**src/hdl/lightBoardPkg.sv**
```systemverilog
package lightBoardPkg;

	localparam int PanelBits = 10;
	localparam int LevelBits = 8;
	localparam int ChannelBits = 9; // Channel 0 is the start code
	localparam int CueBits = 3;
	localparam int SlotBits = 11; // Start bit, level, two stop bits

	// One switch word, read three ways depending on the menu step
	typedef union packed {
		struct packed {
			logic [PanelBits-3:0] unused;
			logic [1:0] mode;
		} modeView;
		struct packed {
			logic [PanelBits-ChannelBits-1:0] unused;
			logic [ChannelBits-LevelBits-1:0] chanHigh; // Channel is {chanHigh, level}
			logic [LevelBits-1:0] level;
		} chanLevel;
		struct packed {
			logic [PanelBits-CueBits-1:0] unused;
			logic [CueBits-1:0] cue;
		} cueView;
	} panelWord_t;

	typedef enum logic [4:0] {
		Home, ChanRelease, ChanPress, LevelRelease, LevelPress, WriteRelease, WriteStrobe,
		RecCueRelease, RecCuePress, RecRelease, RecStrobe,
		CallCueRelease, CallCuePress, CallRelease, CallStrobe,
		NoneRelease
	} panelState_t;

	typedef enum logic [1:0] {PhaseIdle, PhaseBreak, PhaseMab, PhaseSlot} framePhase_t;

	typedef struct packed {
		logic writeLevel;
		logic recordCue;
		logic recallCue;
		logic [ChannelBits-1:0] channel;
		logic [LevelBits-1:0] level;
		logic [CueBits-1:0] cue;
	} editCmd_t;

endpackage

```
**src/hdl/panelSequencer.sv**
```systemverilog
`timescale 1ns/1ps

module panelSequencer import lightBoardPkg::*;
(
	input logic clk,
	input logic rst,
	input panelWord_t panel,
	input logic enter,
	output editCmd_t cmd,
	output panelState_t panelState
);

	panelState_t state;
	panelState_t nextState;
	logic [ChannelBits-1:0] channel;
	logic [LevelBits-1:0] level;
	logic [CueBits-1:0] cue;

	always_ff @(posedge clk or negedge rst)
	begin
		if (!rst)
			state <= Home;
		else
			state <= nextState;
	end

	// Press moves on from a waiting state, release from a pressed one
	always_comb
	begin
		nextState = state;
		unique case (state)
			Home:
				if (enter)
				begin
					unique case (panel.modeView.mode)
						2'b11: nextState = ChanRelease;
						2'b10: nextState = RecCueRelease;
						2'b01: nextState = CallCueRelease;
						2'b00: nextState = NoneRelease;
					endcase
				end
			ChanRelease:
				if (!enter)
					nextState = ChanPress;
			ChanPress:
				if (enter)
					nextState = LevelRelease;
			LevelRelease:
				if (!enter)
					nextState = LevelPress;
			LevelPress:
				if (enter)
					nextState = WriteRelease;
			WriteRelease:
				if (!enter)
					nextState = WriteStrobe;
			RecCueRelease:
				if (!enter)
					nextState = RecCuePress;
			RecCuePress:
				if (enter)
					nextState = RecRelease;
			RecRelease:
				if (!enter)
					nextState = RecStrobe;
			CallCueRelease:
				if (!enter)
					nextState = CallCuePress;
			CallCuePress:
				if (enter)
					nextState = CallRelease;
			CallRelease:
				if (!enter)
					nextState = CallStrobe;
			NoneRelease:
				if (!enter)
					nextState = Home;
			WriteStrobe, RecStrobe, CallStrobe:
				nextState = Home; // Single cycle command
			default:
				nextState = Home;
		endcase
	end

	// Switch fields follow the panel until the operator moves on
	always_ff @(posedge clk)
	begin
		case (state)
			ChanRelease, ChanPress:
				channel <= {panel.chanLevel.chanHigh, panel.chanLevel.level};
			LevelRelease, LevelPress:
				level <= panel.chanLevel.level;
			RecCueRelease, RecCuePress, CallCueRelease, CallCuePress:
				cue <= panel.cueView.cue;
			default:
			begin
			end
		endcase
	end

	always_comb
	begin
		cmd.writeLevel = (state == WriteStrobe);
		cmd.recordCue = (state == RecStrobe);
		cmd.recallCue = (state == CallStrobe);
		cmd.channel = channel;
		cmd.level = level;
		cmd.cue = cue;
	end

	assign panelState = state;

endmodule

```
**config.mk**
```make
export PLATFORM = sky130hd
export DESIGN_NAME = panelSequencer
export DESIGN_NICKNAME = d
export VERILOG_FILES = /design/src/hdl/lightBoardPkg.sv /design/src/hdl/panelSequencer.sv
export SDC_FILE = /design/constraint.sdc
export NUM_CORES = 1
export LEC_CHECK = 0
export BUFFER_PORTS_ARGS = -buffer_cell sky130_fd_sc_hd__buf_2
export CAP_MARGIN = 20
export CORE_MARGIN = 2
export CORE_UTILIZATION = 48
export CTS_CLUSTER_DIAMETER = 40
export DETAILED_ROUTE_END_ITERATION = 16
export PLACE_DENSITY = 0.84
export SLEW_MARGIN = 20
export SYNTH_ARGS = -nofsm -noshare
export SYNTH_HDL_FRONTEND = slang
export SYNTH_SLANG_ARGS = --single-unit
```
**constraint.sdc**
```tcl
create_clock -name clk -period 4 [get_ports clk]
set_input_delay 0.6 -clock clk [delete_from_list [all_inputs] [get_ports clk]]
set_output_delay 0.6 -clock clk [all_outputs]
set_load 0.005 [all_outputs]
```
## Yosys cells after proc, flatten, opt, wreduce, memory -nomap -nowiden

Index checks and enable logic that the tools add are counted.

| cells by class | value |
|---|---|
| reductions and logical operators | 6 |
| mux-type cells | 15 |
| equality and inequality tests | 31 |

Operator list:

| kind | number |
|---|---|
| $mux 5 | 13 |
| $pmux 5 s13 | 1 |
| $eq 5x4->1 const B | 8 |
| $ne 2x2->1 const B | 13 |
| $eq 5x3->1 const B | 4 |
| $pmux 5 s4 | 1 |
| $reduce_and 13->1 | 1 |
| $eq 5x2->1 const B | 2 |
| $eq 5x1->1 const B | 1 |
| $logic_not 5->1 | 1 |
| $eq 2x2->1 const B | 2 |
| $reduce_or 2->1 | 2 |
| $reduce_or 4->1 | 1 |
| $eq 2x1->1 const B | 1 |
| $logic_not 2->1 | 1 |

| word-level totals | value |
|---|---|
| output and inout bits | 28 |
| word-level logic and storage cells | 56 |
| input bits | 13 |
| flip-flop bits (word level) | 25 |

## Logic depth before layout (Yosys ltp)

| depth | value |
|---|---|
| depth in word-level cells | 4 |
| gate-level depth with buffers | 4 |
| gate-level depth less buffers | 3 |

## Worst setup path after synthesis

OpenSTA, ideal clock, no wires.

| timing | value |
|---|---|
| path type | register -> register |
| start | reg state[2], in the netlist panelState[2] |
| end | reg channel[0] (enable) |
| path buffers | 1 |
| setup time | 0.377 ns |
| clock period less this slack | 1.634 ns |
| cell stages (with the launch flop) | 4 |
| slack | 2.366 ns |
| data arrival time | 1.257 ns |
| cells stage by stage | dfrtp_1 -> buf_6 -> nor2_1 -> a21boi_1 |

| between the ends | value |
|---|---|
| cells in the longest elaborated chain, start to end | 2 |

Ends and longest elaborated chain:

| item | RTL line | text |
|---|---|---|
| start: declaration | panelSequencer.sv:13 | `panelState_t state;` |
| start signal: assignment | panelSequencer.sv:22 | `state <= Home;` |
| start signal: assignment | panelSequencer.sv:24 | `state <= nextState;` |
| $eq 5x2->1 / $eq 5x1->1 (equally long branches) | panelSequencer.sv:88 | `case (state)` |
| $reduce_or 2->1 * | panelSequencer.sv:88 |  |
| end signal: assignment | panelSequencer.sv:90 | `channel <= {panel.chanLevel.chanHigh, panel.chanLevel.level};` |
| end: declaration | panelSequencer.sv:15 | `logic [ChannelBits-1:0] channel;` |

Mark *: on every way between the ends. The rest lies on a longest branch, timed or not.
A chain may end at the register's enable or synchronous reset.

==> metrics.md <==
| Metric | Value |
|---|---|
| Status | `completed` |
| Layout cells sized above 1 | `44.12%` |
| Crit path DAT | `1.35 ns` |
| Clock latency on the worst-skew pair | `0.29 ns` |
| Final Hold Viols | `0` |
| Pin count of the biggest net entering global routing | `16` |
| Clock Path Buffers | `2` |
| Vias per cell | `5.000` |
| Routed wire length | `1.664 mm` |
| CP required | `3.40 ns` |
| Vias in the first global route | `567` |
| Util after Layout | `61.05%` |
| Total die area | `0.002328 mm^2` |
| Gr usage total | `15.37%` |
| RSZ-0062 raised after global routing | `false` |
| First-pass GRT wire length | `2.442 mm` |
| Congestion Overflow GR | `0` |
| Area Overhead vs Synth | `23.57%` |
| Final net count | `116` |
| N_diodes | `0` |
| Setup Buffers After CTS | `0` |
| Mapped cell area | `939.7 um^2` |
| VDD IR max | `0.3273 mV` |
| Initial Util | `49.41%` |
| Netlist cell types | `27` |
| Residual DRC | `0` |
| CTS tree | `yes` |
| Worst Skew | `0.0007323 ns` |
| Maximum clock rate | `511.6 MHz` |
| Port bufs | `38` |
| CTS HTree Levels | `1` |
| Yosys warns | `0` |
| Setup TNS | `0 ns` |
| Commonest non-fill, non-tap cell in the layout | `buf_2` |
| Startpoint class of the critical path | `register` |
| Endpoints failing setup | `0` |
| Syn_nets | `77` |
| Worst Setup End Kind | `output pin` |
| Multi-input logic area | `202.7 um^2` |
| Clk slew on worst S/H paths | `0.11 ns` |
| Sequential cell area | `700.7 um^2` |
| Max-cap violations | `0` |
| Initial DRC Count | `8` |
| CP Max Fanout | `8` |
| Slew headroom | `43.86%` |
| CTS Buf Count | `3` |
| Worst-Margin Slew | `0.8404 ns` |
| CTS Hold Bufs | `0` |
| Gpl congestion | `0.8020` |
| Root Driver | `clkbuf_4` |
| Vert. Die Dim | `48.25 um` |
| Wire per inst | `12.90 um` |
| LEAKAGE | `0.4765 nW` |
| Synthesized instance count | `64` |
| Detail Placement HPWL | `1.318 mm` |
| Setup CP Type | `register to output pin` |
| Number of routed nets with antenna violations | `0` |
| Fillers | `170` |
| Total of cells resized after clock tree synthesis | `0` |
| FF-to-FF setup slack | `2.15 ns` |
| Ports | `41` |
| Final Critical Period | `1.955 ns` |
| Antenna violations before repair | `0` |
| Cell Pwr Density | `620.3 mW/mm^2` |
| Via Count | `645` |
| Sequential fraction of the synthesis area | `74.57%` |
| Seq cells post-synth | `24` |
| Pre-antenna DRT Iters | `4` |
| Commonest cells after routing, fill and taps aside | `buf_2 (38), edfxtp_1 (20), nand2_1 (5), a21oi_1 (5)` |
| Syn avg cell area | `14.68 um^2` |
| Cell Rows | `16` |
| Final slew viol count | `0` |
| Hold WC Path Type | `input pin to asynchronous set/reset pin` |
| Die Wd | `48.25 um` |
| Core area | `0.001902 mm^2` |
| Period utilization | `48.86%` |
| Clock sinks | `24` |
[path summary, 6_finish.rpt]
path	start	end	depth (start not counted)
max	panelState[0]	cmd[22]	4
max reg2reg	panelState[2]	channel[6]	2
min in group clk	panel[8]	channel[8]	1
min	rst	panelState[0]	1
max in group asynchronous	rst	panelState[2]	1
min reg2reg	panelState[1]	panelState[3]	1
[Yosys cell counts (all sizes together)]
master / number / area, um^2
dfrtp: 4 / 100.1
nand3: 1 / 5.000
nor3: 1 / 5.000
o21a: 1 / 7.510
buf: 4 / 28.78
xnor2: 1 / 8.760
o221ai: 1 / 8.760
nand2: 6 / 25.03
and4: 1 / 8.760
and4bb: 1 / 12.51
a21oi: 6 / 33.78
nor2b: 1 / 8.760
conb: 1 / 3.750
edfxtp: 20 / 600.6
o21ai: 1 / 5.000
nand2b: 1 / 6.260
or2: 1 / 6.260
nor3b: 3 / 22.52
inv: 2 / 7.500
nor2: 4 / 15.01
a21boi: 1 / 7.510
o22ai: 2 / 12.51
[through the flow]
stage / hold slack, ns / setup slack (ns) / std cells / area, um^2 / power, mW
6_report: 0.09010 / 2.045 / 129 / 1161 / 0.7203
5_1_grt: 0.06810 / 1.891 / 129 / 1161 / 0.7783
4_1_cts: 0.08257 / 2.024 / 129 / 1161 / 0.7292
3_5_place_dp: 0.4153 / 2.163 / 125 / 1135 / 0.6307
3_3_place_gp: 0.4109 / 2.190 / 125 / 1135 / 0.6159
2_1_floorplan: 0.3044 / 2.366 / 64 / 939.7 / 0.5475
[where the power goes]
| part | switching [mW] | internal, mW | total (mW) |
|---|---|---|---|
| logic | 0.108 | 0.0955 | 0.204 |
| registers | 0.0644 | 0.354 | 0.419 |
| clock network | 0.0614 | 0.0362 | 0.0976 |
| total | 0.234 | 0.486 | 0.720 |
[metal layers]
layer  up-vias  GRT usage, %  share of wire [%]
li1        309             -                  -
met1       300         16.95                 38
met2        34         28.95                 53
met3         2         3.333                8.7
met4         0         4.865               0.72
met5         -             0                  0
[worst max-delay path: stages, from the launching register on]
cell and delay, ns:
dfrtp_1 0.50, inv_2 0.12, nand2_1 0.11, nor3b_1 0.20, buf_2 0.14
[logic make-up (layout without fill, tap and decap cells)]
| kind of cell | after synthesis | in the layout | synth area share [%] |
|---|---|---|---|
| flip-flops | 24 | 24 | 74.57 |
| AO/OA/AOI/OAI | 12 | 12 | 7.989 |
| XOR/XNOR | 1 | 1 | 0.9323 |
| buffers and inverters | 6 | 44 | 3.861 |
| other | 1 | 1 | 0.3991 |
| AND/OR/NAND/NOR | 20 | 20 | 12.25 |
[sequential cells by signal, indices dropped and copies added (netlist names)]
| register | count |
|---|---|
| channel | 9 |
| panelState | 4 |
| level | 8 |
| cue | 3 |
[final cells by class]
type                       count  share of cell area [%]
clock buffer                   3                   1.940
tap                           27                   2.909
sequential                    24                   60.35
inverter                       2                  0.6466
timing repair buffer          38                   16.38
multi-input combinational     34                   17.46
clock inverter                 1                  0.3233
Note: power is estimated with default switching activity, not from simulation.
