`src/hdl/lightBoardPkg.sv`:
```
package lightBoardPkg;

	localparam int PanelBits = 10;
	localparam int LevelBits = 8;
	localparam int ChannelBits = 9; // Channel 0 is the start code
	localparam int CueBits = 3;
	localparam int SlotBits = 11; // Start bit, level, two stop bits

	// One switch word, read three ways depending on the menu step
	typedef union packed {
		struct packed {
			logic [PanelBits-3:0] unused;
			logic [1:0] mode;
		} modeView;
		struct packed {
			logic [PanelBits-ChannelBits-1:0] unused;
			logic [ChannelBits-LevelBits-1:0] chanHigh; // Channel is {chanHigh, level}
			logic [LevelBits-1:0] level;
		} chanLevel;
		struct packed {
			logic [PanelBits-CueBits-1:0] unused;
			logic [CueBits-1:0] cue;
		} cueView;
	} panelWord_t;

	typedef enum logic [4:0] {
		Home, ChanRelease, ChanPress, LevelRelease, LevelPress, WriteRelease, WriteStrobe,
		RecCueRelease, RecCuePress, RecRelease, RecStrobe,
		CallCueRelease, CallCuePress, CallRelease, CallStrobe,
		NoneRelease
	} panelState_t;

	typedef enum logic [1:0] {PhaseIdle, PhaseBreak, PhaseMab, PhaseSlot} framePhase_t;

	typedef struct packed {
		logic writeLevel;
		logic recordCue;
		logic recallCue;
		logic [ChannelBits-1:0] channel;
		logic [LevelBits-1:0] level;
		logic [CueBits-1:0] cue;
	} editCmd_t;

endpackage

```
`src/hdl/dmxTransmitter.sv`:
```
`timescale 1ns/1ps

module dmxTransmitter import lightBoardPkg::*;
#(
	parameter int NumChannels = 512,
	parameter int BitCycles = 200,
	parameter int BreakBits = 22,
	parameter int MabBits = 2
)
(
	input logic clk,
	input logic rst,
	input logic send,
	input logic [LevelBits-1:0] slotLevel,
	output logic [ChannelBits-1:0] slotIndex,
	output logic dmxOut,
	output logic busy
);

	localparam int TimerBits = $clog2(BitCycles + 1);
	localparam int CountBits = $clog2(BreakBits + MabBits + SlotBits);
	localparam int SlotCntBits = $clog2(NumChannels + 2);

	framePhase_t phase;
	logic [TimerBits-1:0] bitTimer;
	logic [CountBits-1:0] bitCount;
	logic [SlotCntBits-1:0] slotCount;
	logic [SlotBits-1:0] shiftReg;
	logic periodEnd;

	assign periodEnd = (bitTimer == BitCycles - 1);

	always_ff @(posedge clk or negedge rst)
	begin
		if (!rst)
		begin
			phase <= PhaseIdle;
			bitTimer <= '0;
			bitCount <= '0;
			slotCount <= '0;
			shiftReg <= '1;
			busy <= 1'b0;
		end
		else if (phase == PhaseIdle)
		begin
			if (send)
			begin
				phase <= PhaseBreak;
				busy <= 1'b1;
				bitTimer <= '0;
				bitCount <= '0;
			end
		end
		else if (!periodEnd)
			bitTimer <= bitTimer + 1'b1;
		else
		begin
			bitTimer <= '0;
			bitCount <= bitCount + 1'b1;
			case (phase)
				PhaseBreak:
					if (bitCount == BreakBits - 1)
					begin
						phase <= PhaseMab;
						bitCount <= '0;
					end
				PhaseMab:
					if (bitCount == MabBits - 1)
					begin
						phase <= PhaseSlot;
						bitCount <= '0;
						slotCount <= '0;
						shiftReg <= {{(SlotBits-1){1'b1}}, 1'b0};
					end
				default:
					if (bitCount == '0)
						shiftReg <= {{(SlotBits-LevelBits){1'b1}}, slotLevel}; // Level taken during start bit
					else if (bitCount == SlotBits - 1)
					begin
						bitCount <= '0;
						if (slotCount == NumChannels)
						begin
							phase <= PhaseIdle;
							busy <= 1'b0;
						end
						else
						begin
							slotCount <= slotCount + 1'b1;
							shiftReg <= {{(SlotBits-1){1'b1}}, 1'b0};
						end
					end
					else
						shiftReg <= {1'b1, shiftReg[SlotBits-1:1]}; // LSB first, stop bits fill in
			endcase
		end
	end

	assign slotIndex = ChannelBits'(slotCount);

	// Line idles high between frames
	assign dmxOut = (phase == PhaseBreak) ? 1'b0 :
		(phase == PhaseSlot) ? shiftReg[0] : 1'b1;

endmodule

```
`config.mk`:
```
export PLATFORM = sky130hd
export DESIGN_NAME = dmxTransmitter
export DESIGN_NICKNAME = d
export VERILOG_FILES = /design/src/hdl/lightBoardPkg.sv /design/src/hdl/dmxTransmitter.sv
export SDC_FILE = /design/constraint.sdc
export NUM_CORES = 1
export LEC_CHECK = 0
export BUFFER_PORTS_ARGS = -buffer_cell sky130_fd_sc_hd__buf_2
export CORE_MARGIN = 5
export CORE_UTILIZATION = 45
export DETAILED_ROUTE_END_ITERATION = 8
export PLACE_DENSITY = 0.73
export SLEW_MARGIN = 20
export SYNTH_ARGS = -nofsm -noshare
export SYNTH_HDL_FRONTEND = slang
export SYNTH_SLANG_ARGS = --single-unit
```
`constraint.sdc`:
```
create_clock -name clk -period 2.74 [get_ports clk]
set_clock_uncertainty 0.05 [all_clocks]
set_input_delay 0.137 -clock clk [delete_from_list [all_inputs] [get_ports clk]]
set_output_delay 0.137 -clock clk [all_outputs]
set_load 0.005 [all_outputs]
```
## Yosys cells after proc, flatten, opt, wreduce, memory -nomap -nowiden

Index checks and enable logic that the tools add are counted.
Widths: inputs -> output; s select.

| storage, ports and cells | value |
|---|---|
| register bits | 38 |
| bits in latches | 0 |
| RAM bits | 0 |
| ROM bits | 0 |
| input port bits | 11 |
| output and inout bits | 11 |
| word-level logic and storage cells | 82 |
| memories kept | 0 |

| operators by class | value |
|---|---|
| $add $sub $neg | 3 |
| $mul | 0 |
| divide/modulo/power cells | 0 |
| magnitude comparators | 0 |
| eq/ne operators | 18 |
| shift-type cells | 0 |
| muxes and demuxes | 39 |
| bitwise logic cells | 2 |
| reduce and logical (&&, ||, !) cells | 14 |

Operators with widths:

| cell | count |
|---|---|
| $mux 11 | 4 |
| $mux 6 | 7 |
| $mux 10 | 4 |
| $mux 8 | 3 |
| $pmux 11 s2 | 1 |
| $pmux 10 s2 | 1 |
| $mux 2 | 8 |
| $reduce_and 7->1 | 2 |
| $pmux 6 s2 | 1 |
| $add 10x1->10 const B | 1 |
| $eq 10x10->1 const B | 1 |
| $mux 1 | 9 |
| $add 8x1->8 const B | 1 |
| $eq 8x8->1 const B | 1 |
| $reduce_bool 2->1 | 4 |
| $reduce_bool 4->1 | 2 |
| $add 6x1->6 const B | 1 |
| $eq 6x1->1 const B | 1 |
| $eq 6x4->1 const B | 1 |
| $eq 6x5->1 const B | 1 |
| $logic_not 6->1 | 1 |
| $ne 2x1->1 const B | 3 |
| $ne 2x2->1 const B | 3 |
| $ne 3x3->1 const B | 2 |
| 11 further kinds | 13 |

## Logic depth before layout (Yosys ltp)

| logic depth | value |
|---|---|
| word-level depth | 7 |
| gate-level depth with buffers | 8 |
| gate-level depth less buffers | 7 |

## Worst setup path before layout

No wires, ideal clock.

| timing | value |
|---|---|
| path type | reg2reg |
| start | register phase[0] |
| end | register shiftReg[1] |
| setup time | 0.082 ns |
| data arrival time | 1.917 ns |
| data required time | 2.608 ns |
| slack | 0.691 ns |
| cell stages (with the launch flop) | 9 |
| path buffers | 2 |
| clock period less this slack | 2.049 ns |
| path through | dfrtp_1 -> inv_1 -> ha_1 -> clkbuf_1 -> nor4_4 -> and2_1 -> o21a_1 -> buf_4 -> mux2_2 |

| between the ends | value |
|---|---|
| cells in the longest elaborated chain, start to end | 3 |
| elaborated cells on any way between the ends | 9 |
| classes of those cells | eq/ne: 4; mux: 1; bitwise: 2; reduce/logical: 2 |

RTL lines:

| item | line | text |
|---|---|---|
| start, declared | dmxTransmitter.sv:24 | `framePhase_t phase;` |
| start signal, assigned | dmxTransmitter.sv:37 | `phase <= PhaseIdle;` |
| start signal, assigned | dmxTransmitter.sv:48 | `phase <= PhaseBreak;` |
| start signal, assigned | dmxTransmitter.sv:64 | `phase <= PhaseMab;` |
| $eq 2x2->1, or another cell as far along | dmxTransmitter.sv:60 | `case (phase)` |
| $ne 4x3->1 (no source line), or another cell as far along | n/a |  |
| $reduce_and 5->1 (no source line) | n/a |  |
| end signal, assigned | dmxTransmitter.sv:73 | `shiftReg <= {{(SlotBits-1){1'b1}}, 1'b0};` |
| end signal, assigned | dmxTransmitter.sv:77 | `shiftReg <= {{(SlotBits-LevelBits){1'b1}}, slotLevel};` |
| end signal, assigned | dmxTransmitter.sv:89 | `shiftReg <= {{(SlotBits-1){1'b1}}, 1'b0};` |
| end, declared | dmxTransmitter.sv:28 | `logic [SlotBits-1:0] shiftReg;` |

Several ways; a longest one is shown, not always the timed one.
A chain may end at the register's enable or synchronous reset.

## Worst setup path in the final report

| timing | value |
|---|---|
| start | register bitTimer[3] |
| end | register shiftReg[2] |

| between the ends | value |
|---|---|
| cells in the longest elaborated chain, start to end | 2 |

RTL lines:

| item | line | text |
|---|---|---|
| start, declared | dmxTransmitter.sv:25 | `logic [TimerBits-1:0] bitTimer;` |
| start signal, assigned | dmxTransmitter.sv:55 | `bitTimer <= bitTimer + 1'b1;` |
| $eq 8x8->1 | dmxTransmitter.sv:31 | `assign periodEnd = (bitTimer == BitCycles - 1);` |
| $reduce_and 5->1 (no source line) | n/a |  |

Every way passes these cells.

==> run_results.csv <==
group,metric,value,unit
status,status,"finished clean",
flow_run,cap_violations,0,
timing,fmax,0.4504,GHz
logic_synthesis,synth.distinct_cells,57,
global_routing,grt_pass1_vias,1706,
worst_setup_path,crit_path_start_kind,"flip-flop",
timing,rsz0062_at_grt,"no",
logic_synthesis,yosysWarnings,0,
worst_setup_path,reg2reg_from,"bitTimer[3]",
clock_tree,cts-root-buf,"clkbuf_8",
worst_setup_path,cp.arrival,2.39,ns
logic_synthesis,synth_nets,267,
place,dpl_cell_area,2384,µm²
routing,dr.pass1.iters,4,
logic_synthesis,avgSynthCellArea,9.366,µm²
clock_tree,clkTransAtPathRegs,0.07,ns
logic_synthesis,synth-seq-cells,35,
routing,routed_wl,4.633,mm
clock_tree,cts_resized,0,
logic_synthesis,synthFlopType,"dfrtp_1",
final_layout,final_common_cell,"dfrtp_1",
worst_setup_path,critical_path.max_stage_delay,0.44,ns
floorplanning,initial_core_util,45.51,%
global_routing,grt.overflow.total,0,
worst_setup_path,crit_type,"flip-flop to flip-flop",
worst_setup_path,slowest_stage,"or3b_4",
final_layout,syn_to_final_growth,7.852,%
floorplanning,chipWidth,81.41,µm
place,gp_congestion,0.8482,
logic_synthesis,yosys.area_share.adder,5.998,%
worst_setup_path,cp_cell_sequence,"or3b_4 > nor4_4 > and2_1 > o21a_1 > mux2_2",
logic_synthesis,synth_top_family_by_area,"simple AND/OR/NAND/NOR gates",
timing,tightest_slew,0.7882,ns
logic_synthesis,synthCells,245,
worst_setup_path,worstSetupEndpointType,"flip-flop",
place,place_hpwl,3.344,mm
routing,remaining_drc_errors,0,
logic_synthesis,synthXorXnorAreaFrac,1.145,%
clock_tree,clockBufferDepth,2,
worst_hold_path,worstHoldPathType,"primary input to flip-flop",
final_layout,antenna-diode-count,0,
global_routing,antenna_found_initial,0,
logic_synthesis,async_flop_share,100.0,%
pwr,totalPowerFinal,0.8947,mW
floorplanning,num_rows,26,
routing,ant_nets,0,
routing,wl_per_cell,14.21,µm
timing,holdWs,0.06926,ns
routing,drt_iter0_drc,102,
timing,finalCritPeriodShare,81.03,%
logic_synthesis,synthMuxAreaShare,5.998,%
pwr,power.leakage,1.104,nW
clock_tree,cts_tree,"yes",
clock_tree,numCtsBuffers,5,
routing,routed_via_density,5.656,
pwr,powerDensity,361.5,nW/µm²
floorplanning,fp.dieH,81.41,µm
timing,slew_violations,0,
final_layout,fillers,460,
timing,relSlewSlack,47.45,%
timing,finalSetupTns,0,ns
global_routing,grt_pass1_wl,8.059,mm
floorplanning,dieArea,6628,µm²
logic_synthesis,synth_compound_area_share,18.65,%
worst_hold_path,worstHoldStart,"send",
final_layout,design_area,2475,µm²
clock_tree,cts.sinks,35,
worst_setup_path,crit_buf_inv,0,
final_layout,final_cell_mix,"27 x dfrtp_1, 25 x nand2_1, 21 x buf_2",
final_layout,fin_nets,277,
final_layout,drive_gt1_share,19.53,%
timing,period_minus_slack,2.220,ns
routing,routed-via-count,1844,
timing,final_hold_viol_count,0,
global_routing,grt_max_degree,36,
clock_tree,clk_latency,0.29,ns
logic_synthesis,yosys.area_share.simple,22.30,%
logic_synthesis,synth_edf_count,0,
worst_setup_path,worstPathMaxFanout,7,
floorplanning,coreArea,5042,µm²
worst_setup_path,crit_required,2.90,ns
logic_synthesis,synth_seq_area_share,38.60,%
worst_setup_path,critPathTopFamily,"simple AND/OR/NAND/NOR gates",
clock_tree,htreeDepth,2,
logic_synthesis,synth_area,2295,µm²
worst_setup_path,crit_start,"bitTimer[3]",
pwr,ir_worst_vdd,212.2,µV
place,port-buffer-count,21,
floorplanning,ioPinCount,22,
timing,setup_viol,0,
global_routing,track_usage,15.62,%
-- worst paths after layout --
| kind | slack, ns | to | cells past startpoint |
|---|---|---|---|
| setup / recovery | 0.52 | shiftReg[2] | 5 |
| hold / removal | 0.07 | bitTimer[1] | 2 |
| setup reg to reg | 0.52 | shiftReg[2] | 5 |
| hold reg to reg | 0.46 | shiftReg[0] | 2 |
| max in group asynchronous | 1.72 | bitCount[4] | 2 |
| min in group asynchronous | 0.42 | slotCount[3] | 2 |
-- worst reg2reg max path: stages, from the launching register on --
cell	delay [ns]
dfrtp_1	0.42
or3b_4	0.44
nor4_4	0.30
and2_1	0.25
o21a_1	0.32
mux2_2	0.37
-- cells by family (layout without fill, tap and decap cells) --
family / after synthesis / after routing
AND/OR/NAND/NOR: 93 / 93
AO/OA/AOI/OAI: 57 / 57
flip-flops: 35 / 35
buffers and inverters: 33 / 44
multiplexers: 13 / 13
adder cells (fa/ha/maj): 11 / 11
XOR/XNOR: 3 / 3
-- per-stage QoR --
stage	setup slack, ns	utilization (%)	instances
after floorplan	0.6906	-	245
after global placement	0.5807	47.27	317
after detailed placement	0.5343	47.27	317
final	0.5197	49.08	326
after global routing	0.3611	49.08	326
after CTS	0.5193	49.08	326
-- metal layers --
metal	vias up	GRT usage (%)	wire length, µm
li1	912	-	-
met1	885	22.89	2364
met2	40	21.74	2009
met3	7	2.961	170
met4	0	7.939	89
met5	-	0	0
-- final cells by class --
cell class / instances / area, µm² / share of cell area [%]
clock buffer: 7 / 76.32 / 3.084
clock inverter: 1 / 5.005 / 0.2022
multi-input combinational: 177 / 1241 / 50.15
timing repair buffer: 25 / 137.6 / 5.561
sequential: 35 / 885.9 / 35.79
inverter: 11 / 41.29 / 1.668
tap: 70 / 87.58 / 3.539
-- sequential cells by signal, indices dropped and copies added (netlist names) --
name / flops
slotCount: 10
bitTimer: 8
shiftReg: 8
bitCount: 6
phase: 2
busy: 1
-- synthesized netlist by cell type (all sizes together), types with 4 or more instances --
master	number	area [µm²]
o31ai	6	50.05
dfrtp	27	675.7
a221o	4	40.04
ha	11	137.6
dfstp	8	210.2
o21ai	16	80.08
nand4	5	31.28
or3	4	25.02
nor2	8	30.03
mux2i	7	70.07
nand2	26	100.1
nor2b	8	50.05
mux2	6	67.56
buf	14	95.09
nand3	15	75.07
a21oi	6	30.03
nor4	7	58.81
inv	11	41.29
clkbuf	8	31.28
and3	5	31.28
nand2b	4	25.02
-- power breakdown --
part / internal, mW / switching [mW] / total, mW
Clock: 0.178 / 0.180 / 0.359
Sequential: 0.517 / 0 / 0.517
Combinational: 0.00620 / 0.0127 / 0.0189
Total: 0.702 / 0.193 / 0.895
-- timing repair --
action	in CTS	in global routing
hold buffers	1	0
buffers inserted	0	0
hold endpoints to repair	27	0
Note: power is estimated with default switching activity, not from simulation.
